<file path="src/rtl/mem_ctrl_config.svh">
`ifndef MEM_CTRL_CONFIG_SVH
`define MEM_CTRL_CONFIG_SVH

// ------------------------------------------------------------
// address widths
// ------------------------------------------------------------
`define BW_BYTE_ADDR	12	// core byte address bits in use
`define BW_WORD_ADDR	10	// byte address minus the two low bits

// ------------------------------------------------------------
// sizes and timing
// ------------------------------------------------------------
`define CACHE_LINES	16	// one word per line
`define BUF_DEPTH	4	// request fifo entries
`define MEM_LATENCY	3	// request to done, in cycles

`endif

</file>
<file path="src/rtl/mem_ctrl_pkg.sv">
`default_nettype none

`include "mem_ctrl_config.svh"

package mem_ctrl_pkg;

	// basic vectors
	typedef logic [31:0] byte_addr_t;	// core view
	typedef logic [`BW_WORD_ADDR-1:0] word_addr_t;	// cache and memory view
	typedef logic [31:0] data_t;

	// core to controller
	typedef struct packed {
		logic rw;	// 1 = write
		byte_addr_t addr;
		data_t data;
	} core_req_t;

	// cache to controller to buffer to memory
	typedef struct packed {
		logic rw;	// 1 = write
		word_addr_t addr;
		data_t data;
	} mem_req_t;

	// [0] p0 hword, [1] p0 word, [2] p1 hword, [3] p1 word
	typedef logic [3:0] exc_t;

	typedef enum logic [2:0] {
		CACHE_IDLE,
		CACHE_LOOKUP,
		CACHE_MISS,
		CACHE_WRITE,
		CACHE_DONE
	} cache_state_t;

	typedef enum logic [1:0] {
		ARB_IDLE,
		ARB_CACHE0,
		ARB_CACHE1
	} arb_state_t;

endpackage

`default_nettype wire

</file>
<file path="src/rtl/line_cache.sv">
`timescale 1ns/1ns
`default_nettype none

`include "mem_ctrl_config.svh"

module line_cache (
	input wire clock_cntrl_i,
	input wire reset_i,

	// core side
	input wire core_req_i,	// level, held until done
	input wire core_rw_i,
	input wire mem_ctrl_pkg::word_addr_t core_addr_i,
	input wire mem_ctrl_pkg::data_t core_data_i,
	output mem_ctrl_pkg::data_t core_data_o,
	output logic core_done_o,

	// controller side
	output logic mem_req_o,	// held until accept
	output mem_ctrl_pkg::mem_req_t mem_req_struct_o,
	input wire accept_i,
	input wire rd_valid_i,
	input wire mem_ctrl_pkg::data_t rd_data_i
);

	import mem_ctrl_pkg::*;

	localparam int IDX_W = $clog2(`CACHE_LINES);
	localparam int TAG_W = `BW_WORD_ADDR - IDX_W;

	// ------------------------------------------------------------
	// line storage
	// ------------------------------------------------------------
	logic [TAG_W-1:0] tag_arr [`CACHE_LINES];
	data_t data_arr [`CACHE_LINES];
	logic [`CACHE_LINES-1:0] valid;

	cache_state_t state;
	logic req_pend;	// strobe toward controller

	logic [IDX_W-1:0] idx;
	logic [TAG_W-1:0] tag;
	logic hit;

	// direct mapped, low bits pick the line
	assign idx = core_addr_i[IDX_W-1:0];
	assign tag = core_addr_i[`BW_WORD_ADDR-1:IDX_W];
	assign hit = valid[idx] && (tag_arr[idx] == tag);

	assign core_done_o = (state == CACHE_DONE);	// single cycle state
	assign mem_req_o = req_pend;

	// core holds its request until done, so the struct stays stable
	assign mem_req_struct_o = '{rw: core_rw_i, addr: core_addr_i, data: core_data_i};

	// ------------------------------------------------------------
	// control fsm
	// ------------------------------------------------------------
	always_ff @(posedge clock_cntrl_i) begin
		if (!reset_i) begin
			state <= CACHE_IDLE;
			req_pend <= 1'b0;
			valid <= '0;
		end else begin
			case (state)
				CACHE_IDLE: begin
					if (core_req_i)
						state <= CACHE_LOOKUP;
				end
				CACHE_LOOKUP: begin
					if (core_rw_i) begin
						state <= CACHE_WRITE;	// write through, always to memory
						req_pend <= 1'b1;
					end else if (hit) begin
						state <= CACHE_DONE;
					end else begin
						state <= CACHE_MISS;
						req_pend <= 1'b1;
					end
				end
				CACHE_MISS: begin
					if (accept_i)
						req_pend <= 1'b0;
					if (rd_valid_i) begin	// fill arrives
						valid[idx] <= 1'b1;
						state <= CACHE_DONE;
					end
				end
				CACHE_WRITE: begin
					if (accept_i) begin	// buffer has it, core can go on
						req_pend <= 1'b0;
						state <= CACHE_DONE;
					end
				end
				CACHE_DONE: state <= CACHE_IDLE;	// req ignored here
				default: state <= CACHE_IDLE;
			endcase
		end
	end

	// ------------------------------------------------------------
	// data path
	// ------------------------------------------------------------
	always_ff @(posedge clock_cntrl_i) begin
		if (state == CACHE_LOOKUP && hit) begin
			if (core_rw_i)
				data_arr[idx] <= core_data_i;	// update hit line only
			else
				core_data_o <= data_arr[idx];	// read hit
		end
		if (state == CACHE_MISS && rd_valid_i) begin
			data_arr[idx] <= rd_data_i;
			tag_arr[idx] <= tag;
			core_data_o <= rd_data_i;	// return filled word
		end
	end

endmodule

`default_nettype wire

</file>
<file path="config.mk">
export PLATFORM = sky130hd
export DESIGN_NAME = line_cache
export DESIGN_NICKNAME = d
export VERILOG_FILES = /design/src/rtl/mem_ctrl_pkg.sv /design/src/rtl/line_cache.sv
export VERILOG_INCLUDE_DIRS = /design/src /design/src/rtl
export SDC_FILE = /design/constraint.sdc
export NUM_CORES = 1
export LEC_CHECK = 0
export BUFFER_PORTS_ARGS = -buffer_cell sky130_fd_sc_hd__buf_2
export CAP_MARGIN = 5
export CORE_ASPECT_RATIO = 0.6
export CORE_MARGIN = 3
export CORE_UTILIZATION = 40
export CTS_CLUSTER_DIAMETER = 40
export CTS_CLUSTER_SIZE = 10
export DETAILED_ROUTE_END_ITERATION = 16
export PLACE_DENSITY = 0.62
export SETUP_SLACK_MARGIN = 0.2
export SLEW_MARGIN = 20
export SYNTH_ARGS = -nofsm -noshare
export SYNTH_HDL_FRONTEND = slang
export SYNTH_SLANG_ARGS = --single-unit
</file>
<file path="constraint.sdc">
create_clock -name clock_cntrl_i -period 10.4 [get_ports clock_cntrl_i]
set_clock_uncertainty 0.1 [all_clocks]
set_input_delay 1.56 -clock clock_cntrl_i [delete_from_list [all_inputs] [get_ports clock_cntrl_i]]
set_output_delay 1.56 -clock clock_cntrl_i [all_outputs]
set_load 0.05 [all_outputs]
</file>
==> results of run 1 <==
==> registers in the layout, summed over array words and instances (netlist names) <==
register     flops
data_arr       512
mem_req_o        1
core_data_o     32
tag_arr         96
valid           16
state            3
==> worst max-delay path by stage <==
stage | startpoint | endpoint | slack [ns] | cells past startpoint
global placement | core_addr_i[1] | data_arr[14][28]$_DFFE_PP_ | 2.96 | 11
CTS | core_addr_i[1] | data_arr[14][20]$_DFFE_PP_ | 3.53 | 11
floorplan | core_addr_i[1] | data_arr[10][0]$_DFFE_PP_ | 3.75 | 9
finish | core_addr_i[1] | data_arr[13][18]$_DFFE_PP_ | 3.83 | 11
detailed placement | core_addr_i[1] | data_arr[13][26]$_DFFE_PP_ | 2.87 | 11
global route | core_addr_i[1] | data_arr[13][18]$_DFFE_PP_ | 3.60 | 11
==> cells in the final DEF (no fill, tap or decap), drive strengths merged, types with 2 or more instances in the layout <==
master	synthesis	layout
a211oi	16	16
edfxtp	640	640
inv	2	5
xnor2	5	5
a21boi	2	2
o211ai	64	64
nor2b	4	4
bufinv	0	2
nand3	6	6
mux4	185	185
nand4	3	3
buf	79	182
mux2	4	4
dfxtp	20	20
o22ai	3	3
nor3b	2	2
a22oi	2	2
a31o	2	2
o21ai	4	4
and2	4	4
nand3b	2	2
nand2	103	103
nor3	2	2
mux2i	11	11
or2	6	6
nand2b	5	5
a21oi	2	2
clkinvlp	0	2
o21a	16	16
clkinv	0	12
nor2	24	24
clkbuf	43	102
==> cells by family after synthesis <==
family / after synthesis / share of synthesized area (%)
flops: 660 / 74.4
xor+xnor: 5 / 0.195
compound gates: 117 / 3.69
buf+inv: 124 / 2.58
mux: 200 / 16.4
simple gates: 165 / 2.73
==> area by class of cell <==
class | instances | share of cell area, %
clock buffers | 102 | 7.11
clock inverters | 19 | 0.659
inverters | 2 | 0.0247
multi-input cells | 487 | 20.7
flip-flops and latches | 660 | 64.6
well taps | 851 | 3.51
repair buffers | 182 | 3.36
==> power breakdown <==
part	internal, mW	switching, mW
logic	0.136	0.288
clock network	1.50	1.03
registers	2.98	0.00832
==> metal layers <==
metal	GRT usage (%)	wire (um)
met3	5.53	5060
met5	0	0
met1	27.0	27500
met2	25.0	26700
met4	4.21	1180
==> critical path: stages <==
cell and delay (ns):
sky130_fd_sc_hd__buf_6 0.48, sky130_fd_sc_hd__buf_4 0.69, sky130_fd_sc_hd__buf_4 0.76, sky130_fd_sc_hd__nand3_1 0.25
sky130_fd_sc_hd__a311o_1 0.33, sky130_fd_sc_hd__nand3_1 0.13, sky130_fd_sc_hd__nand4_2 0.10, sky130_fd_sc_hd__buf_4 0.32
sky130_fd_sc_hd__or2_4 0.48, sky130_fd_sc_hd__a211oi_4 0.94, sky130_fd_sc_hd__buf_4 0.45
==> per-stage QoR <==
step / hold slack (ns) / util [%] / cell area (um^2)
detailed placement: 0.348 / 43.1 / 28000
CTS: 0.360 / 46.8 / 30300
finish: 0.359 / 46.8 / 30400
global route: 0.383 / 46.8 / 30400
global placement: 0.342 / 43.1 / 28000
floorplan: 0.335 / - / 26400
==> results list, run 1 <==
- Summing all multi-input logic gate instances after layout gives 6300 um^2.
- The first global-routing pass estimated 88900 um of wire.
- Across every metal layer, demand over resource in global routing totals 17.7%.
- Setup slack of the most critical reg-to-reg path: between 5 and 6 ns
- The floorplan has 72 rows.
* Leak pwr: 9.76 nW
* Number of vias per cell: 5.70
- The first routing iteration left about 1400 violations.
- Dividing total power by cell area gives a power density of 196 nW/um^2.
* Total DRC errors in the routed layout: 0
- Number of fill cells: 5344
* Hold path cells: 1
- Summing over every cut layer, the via total after detailed routing is 13128.
- The finished layout holds 2303 standard cells, fillers aside.
- The clock reaches the later pin of the worst-skew pair after about 0.64 ns.
* DIE HEIGHT: 205 um
- The die covers between 60000 and 70000 um^2.
- Based on the critical path, the design can be clocked at up to 152 MHz.
- Setup repair after global routing left no endpoint under its margin.
* Width of the die: 337 um
- Wire per inst: 26.2 um
* Endpoints failing setup: 0
- Flip-flop and latch count after synthesis: 660
* Clock buffer count from CTS: 81
- A synthesized cell averages 20.7 um^2.
- Via count of the first global-routing pass: about 13000
* Tcrit/Tclk final: 63.1%
- The worst hold path belongs to the class register to register.
- After clock tree synthesis, the clock-pin slew on the worst setup and hold paths is 0.05 ns.
- Highest fanout seen on the critical path: 61
* Core ar.: 64900 um^2
* Worst slew pin tran: 1.11 ns
* Ys async rst share: 0%
- Worst IR drop on VDD: 97.0 uV
- Number of enable-type register cells in the synthesized netlist: between 600 and 700
- Drt pass-1 iters: 5
- Worst setup slack before clock tree synthesis: 2.87 ns
- In the synthesized netlist, the cells that appear most often are sky130_fd_sc_hd__edfxtp_1 (640), sky130_fd_sc_hd__mux4_2 (185), sky130_fd_sc_hd__nand2_1 (103).
* GRT Residual Overflow: 0
- CTS-repair resized insts: 0
- YS warnings: 0
* CP Capture Type: register
- End of the worst hold path: valid[14]$_SDFFE_PN0P_
- Count of nets left with antenna violations after detail routing: 0
* Syn Nets: 1351
- Data arrival time of the worst path: 6.74 ns
* Placed cell count: roughly 2200
* Quantity of hold-fixing buffers added after cts: 0
- Fin Setup TNS: 0 ns
- Required arrival time at the worst endpoint: 10.57 ns
- Minimum period implied by the final worst setup slack: 6.57 ns
- The largest total area in the synthesized netlist belongs to sky130_fd_sc_hd__edfxtp_1.
* Path depth of the worst reg2reg path: 8
- Fraction of synthesized cell area taken by the top area cell type: 72.9%
- Counting along the longest clock path gives a buffer depth of 3.
- Ranked by total cell area, the synthesized netlist is headed by sky130_fd_sc_hd__edfxtp_1 (73%), sky130_fd_sc_hd__mux4_2 (16%), sky130_fd_sc_hd__dfxtp_1 (1.5%), sky130_fd_sc_hd__nand2_1 (1.5%), sky130_fd_sc_hd__buf_4 (1.3%).
* CTS H-tree lvls: 3
- The number of slew-limit violations in the final report came to 0.
- Root buffer cell: sky130_fd_sc_hd__clkbuf_16
* TritonCTS clock tree: yes
- The congestion estimate from routability-driven global placement came to 0.753.
* Headroom to the max-slew limit: between 20% and 30%
- In this run the cell area of the synthesized design comes to between 20000 and 30000 um^2.
- Cells with a size suffix above 1 make up 35.6% of the layout.
- Largest net degree at the start of global routing: 69
* Result of the run: completed
- The setup path with the least slack is of type input pin to register.
- Most instantiated flip-flop cell in the synthesis netlist: sky130_fd_sc_hd__edfxtp_1
- Cell count after synthesis: 1271
- DPL Wire Length: 35200 um
- Sequential elements use 74.4% of the synthesized area.
* Buffer count from post-CTS setup fixing: 0
- 157 I/O pins were placed.
* Most used standard cell by instance count after synthesis: sky130_fd_sc_hd__edfxtp_1
- The worst hold path begins at valid[14]$_SDFFE_PN0P_.
- Initial antenna violation count: 0
* Final net count: 1494
- 0 antenna diodes ended up in the layout.
- Initial Utilization: 40.7%
- The worst setup path is launched from an input pin.
- Total power consumption of the routed design: 5.94 mW
- Origin of the critical flop-to-flop path: tag_arr[15][4]$_DFFE_PP_
* Max-cap check violation count: 0
- Growth of design area from synthesis to finish: 15.2%
- In the final layout, flip-flops and latches occupy 19600 um^2.
- Counting distinct cell types in the post-synthesis netlist gives 47.
- The count of buffers added on input and output ports is between 150 and 200.
- Setup slack after layout: 3.83 ns
* Detailed-route wire length: 60500 um
- Worst reg2reg path endpoint: data_arr[13][18]$_DFFE_PP_
- Hold violation total from the final report: 0
- The clock net in this run drives a total of 660 sinks.
Power figures use the tool's default switching activity.
==> run 2: changes to the inputs <==
clock period = 6.06 ns   (was 10.4 ns; I/O delays follow)
==> results list, run 2 (same netlist as run 1, synthesis figures left out) <==
- The final worst-path setup slack came to 1.62 ns (-2.22 ns).
- The count of unresolved DRC violations after routing came to 0 (unchanged).
- The DRC marker count from the first detailed-route iteration is 1395 (+1.2%).
- Final weighted congestion in routability-driven placement: 0.783 (+4.0%)
- The number of resized instances in the post-cts repair step was 0 (unchanged).
- Origin of the critical flop-to-flop path: tag_arr[13][2]$_DFFE_PP_
- CTS H-tree lvls: 3 (unchanged)
- The via count normalized by instance count was 5.67 (-0.52%).
- Data arrival time of the worst path: 4.64 ns (-2.10 ns)
- DPL Wire Length: 37500 um (+6.6%)
- Hold violation total from the final report: 0 (unchanged)
- Minimum period implied by the final worst setup slack: about 4.4 ns
* Buffer count from post-CTS setup fixing: 0 (unchanged)
* Core ar.: 64900 um^2 (unchanged)
* Quantity of hold-fixing buffers added after cts: 0 (unchanged)
- Required arrival time at the worst endpoint: 6.26 ns (-4.31 ns)
- The total iterations of the first detailed-routing run came to 5 (unchanged).
- The number of nets in the final layout is 1514 (+1.3%).
- Most used cells in the layout excluding fill and tap cells: sky130_fd_sc_hd__edfxtp_1 (640), sky130_fd_sc_hd__mux4_2 (185), sky130_fd_sc_hd__buf_2 (152)
* Clock insertion delay at the later pin of the skew report: 0.61 ns (-0.03 ns)
* Count of nets left with antenna violations after detail routing: 0 (unchanged)
- The worst setup path is of the input pin to register kind.
- The pin slew with the least headroom to its limit was 1.14 ns (+0.0308 ns).
* Final Slew Violations: 0 (unchanged)
- The top-level port count came to 157 (unchanged).
- Largest net degree at the start of global routing: 75 (+8.7%)
* Wire per inst: 26.5 um (+0.96%)
- The placed cell count came to 2201 (+0.92%).
* Width of the die: 337 um (unchanged)
- The min-delay analysis places its worst path in the category register to register.
- The CTS sink count came to 660 (unchanged).
- The global-route total usage across every layer is 18.2% (+0.46 points).
- The max-cap check violation count came to 0 (unchanged).
* Initial Utilization: 40.7% (unchanged)
- The via count of the first global-routing pass is 13065 (unchanged).
- Worst reg2reg path endpoint: data_arr[15][13]$_DFFE_PP_
- Flip-flop count of the largest register, all copies and words added: 512 (unchanged)
- CP Capture Type: register
* Number of cells in the finished layout apart from fillers: 2328 (+1.1%)
- The worst-case register-to-register setup slack came to 2.31 ns (-3.62 ns).
- The final global-route overflow total came to 0 (unchanged).
* TritonCTS clock tree: yes
- Pwr dens: 333 nW/um^2 (+70%)
* Seq. cell area: 19600 um^2 (unchanged)
- Path depth of the worst reg2reg path: 8 (unchanged)
- Port Buffer Count: 156 (unchanged)
* Clock buffer count from CTS: 81 (unchanged)
- The post-detailed-routing wire length was 61700 um (+2.1%).
* Setup repair after global routing missed its margin: false
- The floorplan row count came to 72 (unchanged).
- Highest fanout seen on the critical path: 68 (+11%)
- Tcrit/Tclk final: 73.3%
- Clock transition at path regs: 0.05 ns (about the same)
- The tightest slew margin relative to the limit came to 23.9% (-2.1 points).
- The number of antenna violations at the first check in global routing is 2 (+2).
- The antenna diode count came to 0 (unchanged).
- Start point of the critical path: core_addr_i[3]
- Leading cell type in the layout, fill and taps excluded: sky130_fd_sc_hd__edfxtp_1
- DIE HEIGHT: 205 um (unchanged)
* Proportion of layout cells with a drive suffix above 1: 36.3% (+0.68 points)
- The total negative slack was 0 ns (unchanged).
- The multi-input logic area was 6300 um^2 (unchanged).
- Root buffer cell: sky130_fd_sc_hd__clkbuf_16
- Growth of design area from synthesis to finish: 15.7%
- Setup crit end: data_arr[15][13]$_DFFE_PP_
- Type of element launching the critical path: input pin
* Total vias in the final route: 13202 (+0.56%)
- The total of endpoints with negative setup slack in the final report came to 0 (unchanged).
* Maximum achievable frequency: 225 MHz
- In the final layout, the registers with the most flip-flops are data_arr (512), tag_arr (96), core_data_o (32).
- Worst IR drop on VDD: 171 uV (+77%)
- The leakage power figure is 9.85 nW (+0.98%).
- More flip-flops sit in one register than any other, and that register is data_arr.
- Total Die Area: 69100 um^2 (unchanged)
- Deepest clock path buffer count: 3 (unchanged)
- Wire length of the first global-routing pass: 91000 um (+2.3%)
- Worst setup slack before clock tree synthesis: 1.01 ns (-1.86 ns)
* Number of fill cells: 5347 (+0.056%)
- The flow ran to the end, and the final reports show no timing, DRC or antenna violations.
[run 2: routing by layer]
metal,GRT usage [%],routed length (um),vias to the layer above
met5,0,0,-
met4,4.17,966,0
met3,3.50,4210,69
met2,25.9,27600,461
met1,29.0,28900,7110
li1,-,-,5562
[run 2: worst max-delay path: stages]
cell,delay (ns)
sky130_fd_sc_hd__buf_4,0.81
sky130_fd_sc_hd__mux4_2,0.43
sky130_fd_sc_hd__mux4_2,0.49
sky130_fd_sc_hd__xnor2_1,0.20
sky130_fd_sc_hd__and2_1,0.17
sky130_fd_sc_hd__nand4_2,0.11
sky130_fd_sc_hd__or2_4,0.49
sky130_fd_sc_hd__a211oi_4,0.69
sky130_fd_sc_hd__buf_12,0.28
[run 2: metrics by stage]
| step | hold slack, ns | util (%) | power (mW) | instance area (um^2) |
|---|---|---|---|---|
| detailed placement | 0.350 | 43.4 | 5.97 | 28100 |
| global placement | 0.341 | 43.4 | 5.95 | 28100 |
| CTS | 0.363 | 47.0 | 10.3 | 30500 |
| floorplan | 0.335 | - | 5.71 | 26400 |
| finish | 0.361 | 47.0 | 10.2 | 30500 |
| global route | 0.372 | 47.0 | 10.5 | 30500 |
[run 2: cell type report]
type / count / share of cell area, %
clock buffers: 106 / 6.95
clock inverters: 20 / 0.685
inverters: 2 / 0.0246
multi-input cells: 487 / 20.6
flip-flops and latches: 660 / 64.3
well taps: 851 / 3.49
repair buffers: 202 / 3.87
[run 2: power by group]
group / internal (mW) / total [mW] / switching (mW)
Sequential: 5.11 / 5.12 / 0.0128
Clock: 2.54 / 4.31 / 1.77
Combinational: 0.238 / 0.741 / 0.504
[run 2: how the worst min path moves through the flow]
stage                           startpoint                endpoint  slack, ns  cells past startpoint
global route         valid[6]$_SDFFE_PN0P_   valid[6]$_SDFFE_PN0P_       0.37                      1
finish               valid[6]$_SDFFE_PN0P_   valid[6]$_SDFFE_PN0P_       0.36                      1
global placement    valid[14]$_SDFFE_PN0P_  valid[14]$_SDFFE_PN0P_       0.34                      1
floorplan           valid[10]$_SDFFE_PN0P_  valid[10]$_SDFFE_PN0P_       0.34                      1
detailed placement   valid[6]$_SDFFE_PN0P_   valid[6]$_SDFFE_PN0P_       0.35                      1
CTS                  valid[6]$_SDFFE_PN0P_   valid[6]$_SDFFE_PN0P_       0.36                      1
