## src/rtl/mem_ctrl_config.svh

```systemverilog
`ifndef MEM_CTRL_CONFIG_SVH
`define MEM_CTRL_CONFIG_SVH

// ------------------------------------------------------------
// address widths
// ------------------------------------------------------------
`define BW_BYTE_ADDR	12	// core byte address bits in use
`define BW_WORD_ADDR	10	// byte address minus the two low bits

// ------------------------------------------------------------
// sizes and timing
// ------------------------------------------------------------
`define CACHE_LINES	16	// one word per line
`define BUF_DEPTH	4	// request fifo entries
`define MEM_LATENCY	3	// request to done, in cycles

`endif

```

## src/rtl/mem_ctrl_pkg.sv

```systemverilog
`default_nettype none

`include "mem_ctrl_config.svh"

package mem_ctrl_pkg;

	// basic vectors
	typedef logic [31:0] byte_addr_t;	// core view
	typedef logic [`BW_WORD_ADDR-1:0] word_addr_t;	// cache and memory view
	typedef logic [31:0] data_t;

	// core to controller
	typedef struct packed {
		logic rw;	// 1 = write
		byte_addr_t addr;
		data_t data;
	} core_req_t;

	// cache to controller to buffer to memory
	typedef struct packed {
		logic rw;	// 1 = write
		word_addr_t addr;
		data_t data;
	} mem_req_t;

	// [0] p0 hword, [1] p0 word, [2] p1 hword, [3] p1 word
	typedef logic [3:0] exc_t;

	typedef enum logic [2:0] {
		CACHE_IDLE,
		CACHE_LOOKUP,
		CACHE_MISS,
		CACHE_WRITE,
		CACHE_DONE
	} cache_state_t;

	typedef enum logic [1:0] {
		ARB_IDLE,
		ARB_CACHE0,
		ARB_CACHE1
	} arb_state_t;

endpackage

`default_nettype wire

```

## src/rtl/memory_controller_internal.sv

```systemverilog
`timescale 1ns/1ns
`default_nettype none

`include "mem_ctrl_config.svh"

module memory_controller_internal (
	input wire clock_cntrl_i,
	input wire reset_i,

	// core ports
	input wire core0_req_i,
	input wire core1_req_i,
	input wire mem_ctrl_pkg::core_req_t core0_i,
	input wire mem_ctrl_pkg::core_req_t core1_i,
	output mem_ctrl_pkg::exc_t exceptions_o,

	// to caches, word addressed
	output mem_ctrl_pkg::mem_req_t cache0_core_o,
	output mem_ctrl_pkg::mem_req_t cache1_core_o,

	// from caches
	input wire cache0_req_i,
	input wire cache1_req_i,
	input wire mem_ctrl_pkg::mem_req_t cache0_mreq_i,
	input wire mem_ctrl_pkg::mem_req_t cache1_mreq_i,

	// back to caches
	output logic cache0_accept_o,
	output logic cache1_accept_o,
	output logic cache0_rd_valid_o,
	output logic cache1_rd_valid_o,
	output mem_ctrl_pkg::data_t cache0_rd_data_o,
	output mem_ctrl_pkg::data_t cache1_rd_data_o,

	// buffer side
	output logic buf_req_o,
	output mem_ctrl_pkg::mem_req_t buf_mreq_o,
	input wire buf_accept_i,
	input wire buf_rd_valid_i,
	input wire mem_ctrl_pkg::data_t buf_rd_data_i
);

	import mem_ctrl_pkg::*;

	arb_state_t arb_state;
	logic grant0, grant1;
	logic sel_req;
	mem_req_t sel_mreq;
	logic release_grant;

	// ------------------------------------------------------------
	// alignment exceptions, flag only
	// ------------------------------------------------------------
	assign exceptions_o[0] = core0_req_i & core0_i.addr[0];	// hword
	assign exceptions_o[1] = core0_req_i & (|core0_i.addr[1:0]);	// word
	assign exceptions_o[2] = core1_req_i & core1_i.addr[0];
	assign exceptions_o[3] = core1_req_i & (|core1_i.addr[1:0]);

	// byte to word address, low two bits dropped
	assign cache0_core_o = '{rw: core0_i.rw, addr: core0_i.addr[`BW_BYTE_ADDR-1:2],
		data: core0_i.data};
	assign cache1_core_o = '{rw: core1_i.rw, addr: core1_i.addr[`BW_BYTE_ADDR-1:2],
		data: core1_i.data};

	// ------------------------------------------------------------
	// arbitration, port 0 first
	// ------------------------------------------------------------
	assign grant0 = (arb_state == ARB_CACHE0);
	assign grant1 = (arb_state == ARB_CACHE1);

	assign sel_req = grant0 ? cache0_req_i : (grant1 ? cache1_req_i : 1'b0);
	assign sel_mreq = grant1 ? cache1_mreq_i : cache0_mreq_i;

	// writes let go on accept, reads hold until their data is back
	assign release_grant = (sel_req && buf_accept_i && sel_mreq.rw) || buf_rd_valid_i;

	always_ff @(posedge clock_cntrl_i) begin
		if (!reset_i) begin
			arb_state <= ARB_IDLE;
		end else begin
			case (arb_state)
				ARB_IDLE: begin
					if (cache0_req_i)
						arb_state <= ARB_CACHE0;
					else if (cache1_req_i)
						arb_state <= ARB_CACHE1;
				end
				ARB_CACHE0,
				ARB_CACHE1: begin
					if (release_grant)
						arb_state <= ARB_IDLE;
				end
				default: arb_state <= ARB_IDLE;
			endcase
		end
	end

	// ------------------------------------------------------------
	// routing
	// ------------------------------------------------------------
	assign buf_req_o = sel_req;
	assign buf_mreq_o = sel_mreq;

	// non granted cache sees zeros
	assign cache0_accept_o = grant0 & buf_accept_i;
	assign cache1_accept_o = grant1 & buf_accept_i;
	assign cache0_rd_valid_o = grant0 & buf_rd_valid_i;
	assign cache1_rd_valid_o = grant1 & buf_rd_valid_i;
	assign cache0_rd_data_o = grant0 ? buf_rd_data_i : '0;
	assign cache1_rd_data_o = grant1 ? buf_rd_data_i : '0;

endmodule

`default_nettype wire

```

## config.mk

```make
export PLATFORM = sky130hd
export DESIGN_NAME = memory_controller_internal
export DESIGN_NICKNAME = d
export VERILOG_FILES = /design/src/rtl/mem_ctrl_pkg.sv /design/src/rtl/memory_controller_internal.sv
export VERILOG_INCLUDE_DIRS = /design/src /design/src/rtl
export SDC_FILE = /design/constraint.sdc
export NUM_CORES = 1
export LEC_CHECK = 0
export ABC_AREA = 1
export BUFFER_PORTS_ARGS = -buffer_cell sky130_fd_sc_hd__buf_2
export CAP_MARGIN = 20
export CORE_AREA = 8 8 170 172
export DETAILED_ROUTE_END_ITERATION = 16
export DIE_AREA = 0 0 178 180
export HOLD_SLACK_MARGIN = 0.06
export PLACE_DENSITY = 0.38
export SLEW_MARGIN = 20
export SYNTH_ARGS = -nofsm -noshare
export SYNTH_HDL_FRONTEND = slang
export SYNTH_SLANG_ARGS = --single-unit
```

## constraint.sdc

```tcl
create_clock -name clock_cntrl_i -period 1.45 [get_ports clock_cntrl_i]
set_clock_uncertainty 0.2 [all_clocks]
set_input_delay 0.145 -clock clock_cntrl_i [delete_from_list [all_inputs] [get_ports clock_cntrl_i]]
set_output_delay 0.145 -clock clock_cntrl_i [all_outputs]
set_load 0.05 [all_outputs]
```

==> results.json, run 1 <==
{
  "die-height_um": 180,
  "gp_congestion": 0.705,
  "cts_root_buf": "clkbuf_16",
  "fill_cells": 2859,
  "period_share": 1.23,
  "reg2reg_to": "arb_state[0]",
  "end_kind": "output pin",
  "overflow": 0,
  "grt_antenna_before_repair": 1,
  "worst-path-buf-inv": 6,
  "num_vias": 2944,
  "synth_cell_type_count": 14,
  "routed_wl_um": 13500,
  "cpLargestDelayFamily": "buffers and inverters",
  "drtIter0Drc": 63,
  "synth_top_cell_by_area": "nand2_1",
  "fin_tns_setup_ps": -31510,
  "synth_nets": 666,
  "hpwl_um": 10600,
  "crit_start": "arb_state[0]",
  "synth_area_sq_mm": 0.00198,
  "crit_required_ps": 1110,
  "critPathKind": "register to output pin",
  "final_cell_mix": "133 x buf_2, 86 x buf_8, 85 x nand2_4",
  "gr-usage-all-layers": 0.0746,
  "p_leak_nw": 2.88,
  "clock.fmax_mhz": 562,
  "final_antenna_net_count": 0,
  "setup_ws_ps": -328,
  "maxSlewHeadroom": 0.831,
  "seq_area_sq_um": 45.0,
  "layout_commonest_cell": "buf_2",
  "clk_pin_slew_ps": 30,
  "initial_core_util": 0.0751,
  "r2r_cells": 11,
  "min_to": "cache0_core_o[19]",
  "violations": "setup timing",
  "cp_num_cells": 9,
  "hold_start": "core0_i[19]",
  "hold_path.class": "primary input to output pin",
  "status": "finished with violations",
  "finalPower_mw": 5.00,
  "final_util": 0.216,
  "cp-start-kind": "register",
  "h-tree-depth": 1,
  "vdd_drop_max_uv": 389,
  "finalSetupViolCount": 114,
  "layout_min_cycle_time_ps": 1780,
  "io_pins": 458,
  "drv_cap": 0,
  "drt-pass1-iter-count": 4,
  "grt_pass1_vias": 3104,
  "critPathMaxFanout": 4,
  "synth-seq-cells": 2,
  "slowest_stage": "dfxtp_2",
  "drive_above_1_share": 0.844,
  "post_drt_wl_per_cell_um": 14.5,
  "top_regs": "arb_state: 2 flops",
  "syn2layout_area_growth_pct": 188,
  "cts_tree": "done",
  "grt_max_degree": 24,
  "numCtsBuffers": 3,
  "rows": 60,
  "finalMaxSlewViolations": 0,
  "route.detailed.drc": 0,
  "worstPathArrival_ps": 1430,
  "critPathMostFrequentCell": "buf_12",
  "crit_chain": "buf_6 > ha_4 > buf_12 > inv_6 > nand2_4 > nand2_4 > buf_12 > clkinvlp_4 > buf_12",
  "die_w_um": 178,
  "synth_warnings": 0,
  "clockBufferDepth": 2,
  "tightest_slew_ps": 255,
  "nets": 851,
  "clock_sinks": 2,
  "syn_inst": 407,
  "largest_reg_flops": 2,
  "cp_slowest_stage_delay_ps": 310,
  "ys_seq_area_frac": 0.0202,
  "port_buffers": 245,
  "min_path_cells": 0,
  "insertion_delay_ps": 220,
  "rr_startpoint": "arb_state[0]",
  "grt_pass1_wl_um": 18300,
  "synth_top_area_frac": 0.397,
  "rsz0062_at_grt": "yes",
  "multi_input_area_sq_mm": 0.00168,
  "synth_top_cells_by_area": "nand2_1 40%, buf_4 33%, inv_1 15%",
  "p_per_area_mw_per_mm2": 876,
  "vias_per_cell": 3.16,
  "hold_violations": 0,
  "regMostFlops": "arb_state",
  "place_ws_ps": -202,
  "die-area_sq_mm": 0.0320,
  "postSynthAreaPerCell_sq_um": 4.86,
  "core_area_sq_mm": 0.0264,
  "ff2ff_setup_slack_ps": -230
}
## metrics by stage
step	cells	cell area (sq um)	hold slack, ps
after global placement	912	4170	90.3
after CTS	923	5280	90.3
final	932	5700	90.0
after detailed placement	912	4170	90.3
after floorplan	407	3030	59.1
after global routing	932	5700	90.1
## how the worst max path moves through the flow
stage / endpoint
floorplan: cache1_rd_data_o[10]
global placement: buf_mreq_o[2]
detailed placement: buf_mreq_o[2]
CTS: buf_req_o
global route: buf_req_o
finish: buf_req_o
## repair_timing
action | CTS | global route
gates cloned | 4 | 4
endpoints found under the setup margin | 114 | 114
hold endpoints to repair | 2 | 0
pin swaps | 6 | 25
setup buffers | 2 | 4
hold buffers | 2 | 0
gates resized for setup | 280 | 72
## area by class of cell
type / count / area share
clock buffer: 3 / 0.0132
timing repair buffer: 283 / 0.511
multi-input combinational: 222 / 0.295
sequential: 2 / 0.00790
antenna: 1 / 0.000439
inverter: 80 / 0.0977
tap: 341 / 0.0748
## cells by family after synthesis
kind of cell,Yosys count,synth area share
AND/OR/NAND/NOR,216,0.423
buffers and inverters,183,0.520
adder cells (fa/ha/maj),3,0.0190
flip-flops,2,0.0202
AO/OA/AOI/OAI,3,0.0183
## metal layers
| metal | part of all wire | track usage |
|---|---|---|
| met1 | 0.33 | 0.0689 |
| met2 | 0.53 | 0.138 |
| met3 | 0.11 | 0.0272 |
| met4 | 0.035 | 0.0410 |
| met5 | 0 | 0 |
## where the power goes
part           total (mW)  switching [mW]  internal [mW]  leakage, nW
sequential         0.0764         0.00987         0.0665       0.0175
combinational        4.51            2.64           1.87         2.82
clock               0.409          0.0590          0.350       0.0370
total                5.00            2.71           2.29         2.88
## cells in the mapped netlist (all sizes together)
library cell  count
a21oi             2
and2              1
buf              97
clkbuf            6
dfxtp             2
ha                3
inv              80
nand2           212
nand3             2
o21bai            1
or2               1
## worst reg2reg max path, cell delays in order (launching register included)
cell,delay (ps)
dfxtp_2,310
inv_2,60
ha_4,200
buf_8,150
nand2_4,50
nand2_4,60
nand2_4,50
buf_4,130
o21bai_4,150
nand2_2,90
nand2_2,70
a21oi_2,40
(Power assumes the default switching activity.)
==> run 2, diff against run 1 <==
--- a/config.mk
+++ b/config.mk
@@ -7,14 +7,13 @@
 export NUM_CORES = 1
 export LEC_CHECK = 0
 export ABC_AREA = 1
-export BUFFER_PORTS_ARGS = -buffer_cell sky130_fd_sc_hd__buf_2
+export BUFFER_PORTS_ARGS = -buffer_cell sky130_fd_sc_hd__buf_4
 export CAP_MARGIN = 20
 export CORE_AREA = 8 8 170 172
 export DETAILED_ROUTE_END_ITERATION = 16
 export DIE_AREA = 0 0 178 180
 export HOLD_SLACK_MARGIN = 0.06
-export PLACE_DENSITY = 0.38
-export SLEW_MARGIN = 20
+export SLEW_MARGIN = 25
 export SYNTH_ARGS = -nofsm -noshare
 export SYNTH_HDL_FRONTEND = slang
 export SYNTH_SLANG_ARGS = --single-unit
==> run 2 against run 1 <==
  * The run still ends with setup timing left
  * Final area is 6.9% higher
  * Sequential power down 2%
  * Hold slack stayed put
  * Register-to-register slack better by 30 ps
  * Setup slack got worse by 16 ps
  * Combinational power grew 2%
  * Sequential share of layout area fell by 0.092 points
  * Critical path depth fell by 2
  * Die area unchanged
  * Largest cell class unchanged
  * Largest power group unchanged
  * Highest routed layer is now met5
==> results.json, run 2 (synthesized netlist as in run 1, its figures left out) <==
{
  "place_inst": 913,
  "reg2reg_to": "arb_state[0]",
  "fill_cells": 2796,
  "worst-path-buf-inv": 5,
  "clock.fmax_mhz": 557,
  "cp_slowest_stage_delay_ps": 320,
  "regMostFlops": "arb_state",
  "fin_tns_setup_ps": -31410,
  "die-area_sq_mm": 0.0320,
  "cts_tree": "done",
  "final_antenna_net_count": 0,
  "tightest_slew_ps": 177,
  "insertion_delay_ps": 220,
  "clk_pin_slew_ps": 30,
  "cts_root_buf": "clkbuf_16",
  "crit_chain": "buf_6 > ha_4 > buf_12 > buf_12 > nand2_4 > clkinvlp_4 > buf_8",
  "clockBufferDepth": 2,
  "rows": 60,
  "crit_required_ps": 1110,
  "nets": 849,
  "finalMaxSlewViolations": 0,
  "hold_ws_ps": 90.0,
  "top_regs": "arb_state: 2 flops",
  "drive_above_1_share": 0.881,
  "clock_sinks": 2,
  "rr_startpoint": "arb_state[0]",
  "vdd_drop_max_uv": 399,
  "stdcell_count": 929,
  "port_buffers": 245,
  "end_kind": "output pin",
  "gp_congestion": 0.782,
  "drv_cap": 0,
  "rsz0062_at_grt": "yes",
  "hold_violations": 0,
  "drtIter0Drc": 39,
  "grt_pass1_wl_um": 19400,
  "critPathMaxFanout": 5,
  "period_share": 1.24,
  "critPathMostFrequentCell": "buf_12",
  "post_drt_wl_per_cell_um": 15.5,
  "route.detailed.drc": 0,
  "h-tree-depth": 1,
  "layout_commonest_cell": "buf_4",
  "grt_pass1_vias": 3235,
  "ff2ff_setup_slack_ps": -200,
  "initial_core_util": 0.0751,
  "layout_min_cycle_time_ps": 1790,
  "numCtsBuffers": 3,
  "drt-pass1-iter-count": 4,
  "finalSetupViolCount": 114,
  "r2r_cells": 10,
  "gr-usage-all-layers": 0.0800,
  "largest_reg_flops": 2,
  "grt_antenna_before_repair": 1,
  "setup_ws_ps": -344,
  "die_w_um": 178,
  "vias_per_cell": 3.21,
  "hold_start": "core0_i[22]",
  "hpwl_um": 11900,
  "core_area_sq_mm": 0.0264,
  "worstPathArrival_ps": 1450,
  "maxSlewHeadroom": 0.882,
  "num_vias": 2983,
  "cp-start-kind": "register",
  "slowest_stage": "dfxtp_2",
  "min_to": "cache0_core_o[22]",
  "grt_max_degree": 30,
  "cpLargestDelayFamily": "buffers and inverters",
  "final_cell_mix": "141 x buf_4, 107 x buf_8, 91 x nand2_4",
  "syn2layout_area_growth_pct": 208,
  "routed_wl_um": 14400,
  "overflow": 0,
  "hold_path.class": "primary input to output pin",
  "diodes": 0,
  "p_leak_nw": 2.96,
  "min_path_cells": 0,
  "violations": "setup timing",
  "status": "finished with violations",
  "die-height_um": 180,
  "p_per_area_mw_per_mm2": 838,
  "io_pins": 458,
  "critPathKind": "register to output pin"
}
## run 2: cell types whose count changed in the layout (fill, tap and decap cells not counted), sizes merged
| cell | before | now |
|---|---|---|
| clkbuf | 7 | 5 |
| diode | 1 | 0 |
## run 2: worst register-to-register path: cells and delay by family (launching register included)
kind	cells	cell delay [ps]
and+or+nand+nor	5	360
DFF	1	320
AOI/OAI and AO/OA	2	220
adders and majority gates	1	230
buffers and inverters	2	230
## run 2: routing by layer
layer,part of all wire,GRT usage,up-vias
met4,0.035,0.0377,2
li1,-,-,1409
met2,0.55,0.153,219
met1,0.28,0.0643,1313
met5,0.0013,0,-
met3,0.13,0.0427,40
## run 2: how the worst max path moves through the flow
stage | slack [ps] | cells after the start | to | startpoint
finish | -340 | 7 | cache0_rd_data_o[4] | arb_state[0]
global route | -380 | 7 | cache1_rd_data_o[15] | arb_state[0]
CTS | -350 | 7 | cache1_rd_data_o[28] | arb_state[0]
detailed placement | -210 | 6 | buf_mreq_o[4] | arb_state[0]
global placement | -180 | 6 | buf_mreq_o[4] | arb_state[0]
floorplan | -110 | 7 | cache1_rd_data_o[10] | arb_state[0]
## run 2: final cells by class
type	instances	area (sq um)	share of cell area
timing repair buffer	281	3220	0.528
multi-input combinational	222	1780	0.292
inverter	80	552	0.0906
tap	341	427	0.0700
clock buffer	3	75.1	0.0123
sequential	2	42.5	0.00698
## run 2: stage by stage
step	worst slack (ps)	power, mW	cell area, sq um	utilization
2_1_floorplan	-114	3.16	3030	-
3_3_place_gp	-180	3.66	4680	0.178
3_5_place_dp	-208	3.68	4680	0.178
4_1_cts	-348	4.85	5710	0.217
5_1_grt	-381	5.33	6090	0.231
6_report	-344	5.11	6090	0.231
## run 2: repair_timing
item                       in CTS  in global routing
setup buffers                   6                  2
pin swaps                      15                 14
cloned                          4                  2
gates resized for setup       211                 99
hold endpoints to repair        2                  0
hold buffers                    2                  0
setup endpoints to repair     114                114
## run 2: where the power goes
group,internal (mW),switching [mW],leakage [nW]
logic,1.96,2.66,2.91
clock network,0.351,0.0624,0.0370
registers,0.0660,0.00859,0.0172
==> run 3, diff against run 2 <==
--- a/config.mk
+++ b/config.mk
@@ -13,6 +13,7 @@
 export DETAILED_ROUTE_END_ITERATION = 16
 export DIE_AREA = 0 0 178 180
 export HOLD_SLACK_MARGIN = 0.06
+export MAX_ROUTING_LAYER = met4
 export SLEW_MARGIN = 25
 export SYNTH_ARGS = -nofsm -noshare
 export SYNTH_HDL_FRONTEND = slang
==> run 3 against run 2 <==
  * The run still ends with setup timing left
  * Sequential power hardly changed
  * Global-route usage rose by 0.22 points
  * Register-to-register slack barely moved
  * Critical endpoint unchanged
==> results.json, run 3 (synthesized netlist as in run 1, its figures left out) <==
{
  "status": "finished with violations",
  "violations": "setup timing",
  "end_kind": "output pin",
  "hpwl_um": 11900,
  "regMostFlops": "arb_state",
  "place_ws_ps": -208,
  "finalSetupViolCount": 114,
  "hold_path.class": "primary input to output pin",
  "h-tree-depth": 1,
  "hold_ws_ps": 90.0,
  "period_share": 1.24,
  "final_cell_mix": "141 x buf_4, 107 x buf_8, 91 x nand2_4",
  "setup_ws_ps": -344,
  "cp_slowest_stage_delay_ps": 320,
  "cts_root_buf": "clkbuf_16",
  "cp-start-kind": "register",
  "route.detailed.drc": 0,
  "maxSlewHeadroom": 0.882,
  "drtIter0Drc": 42,
  "top_regs": "arb_state: 2 flops",
  "p_int_mw": 2.38,
  "rsz0062_at_grt": "yes",
  "routed_wl_um": 14400,
  "clock.fmax_mhz": 557,
  "core_area_sq_mm": 0.0264,
  "power_frac_comb": 0.904,
  "drt-pass1-iter-count": 4,
  "power_frac_seq": 0.015,
  "grt_max_degree": 30,
  "p_leak_nw": 2.96,
  "largest_reg_flops": 2,
  "drv_cap": 0,
  "fin_tns_setup_ps": -31400,
  "layout_commonest_cell": "buf_4",
  "io_pins": 458,
  "critPathMostFrequentCell": "buf_12",
  "clock_sinks": 2,
  "worst-path-buf-inv": 5,
  "stdcell_count": 930,
  "p_per_area_mw_per_mm2": 838,
  "grt_pass1_wl_um": 19400,
  "worstPathArrival_ps": 1450,
  "cts_tree": "done",
  "syn2layout_area_growth_pct": 208,
  "fill_cells": 2796,
  "die_w_um": 178,
  "place_area_sq_mm": 0.00468,
  "finalInstanceArea_sq_mm": 0.00609,
  "final_util": 0.231,
  "gp_congestion": 0.793,
  "clk_pin_slew_ps": 30,
  "swShare": 0.535,
  "initial_core_util": 0.0751,
  "port_buffers": 245,
  "crit_chain": "buf_6 > ha_4 > buf_12 > buf_12 > nand2_4 > clkinvlp_4 > buf_8",
  "critPathKind": "register to output pin",
  "power_switching_mw": 2.73,
  "numCtsBuffers": 3,
  "finalPower_mw": 5.11,
  "place_inst": 913,
  "die-height_um": 180,
  "final_antenna_net_count": 0,
  "clockBufferDepth": 2,
  "rows": 60,
  "post_drt_wl_per_cell_um": 15.4,
  "slowest_stage": "dfxtp_2",
  "clkPwrFrac": 0.081,
  "insertion_delay_ps": 220,
  "overflow": 0,
  "tightest_slew_ps": 177,
  "crit_required_ps": 1110,
  "nets": 849,
  "grt_antenna_before_repair": 1,
  "critPathMaxFanout": 5,
  "vdd_drop_max_uv": 401,
  "die-area_sq_mm": 0.0320,
  "gr-usage-all-layers": 0.0822,
  "vias_per_cell": 3.19,
  "finalMaxSlewViolations": 0,
  "hold_violations": 0,
  "grt_pass1_vias": 3237,
  "layout_min_cycle_time_ps": 1790,
  "num_vias": 2971,
  "cpLargestDelayFamily": "buffers and inverters",
  "drive_above_1_share": 0.881
}
run 3: path summary, 6_finish.rpt:
kind	startpoint	cells past startpoint	slack, ps	to
worst max-delay path	arb_state[0]	7	-340	cache0_rd_data_o[4]
worst max register to register	arb_state[0]	10	-200	arb_state[0]
worst min register to register	arb_state[1]	3	420	arb_state[1]
worst min-delay path	core0_i[22]	0	90	cache0_core_o[22]
run 3: routing by layer:
metal	track usage	up-vias	wire (um)
met5	-	-	0
met4	0.0377	0	505
met3	0.0367	40	1750
met2	0.153	217	7970
met1	0.0682	1303	4130
li1	-	1411	-
run 3: repair_timing:
item,in CTS,in global routing
setup endpoints to repair,114,114
hold buffers,2,0
pin swaps,15,14
hold endpoints to repair,2,0
cloned,4,2
gates resized for setup,211,99
setup buffers,6,2
run 3: layout make-up:
cell class | instances | area, sq um | share of cell area
inverters | 80 | 552 | 0.0905
well taps | 341 | 427 | 0.0700
flip-flops and latches | 2 | 42.5 | 0.00698
clock buffers | 3 | 75.1 | 0.0123
multi-input cells | 222 | 1780 | 0.292
repair buffers | 281 | 3220 | 0.528
diodes | 1 | 2.50 | 0.000411
run 3: power by group through the flow:
stage               Combinational, mW  Clock, mW  Sequential, mW
finish                           4.62      0.413          0.0746
global route                     4.83      0.425          0.0755
CTS                              4.35      0.423          0.0744
detailed placement               3.60          0          0.0744
global placement                 3.59          0          0.0742
floorplan                        3.09          0          0.0745
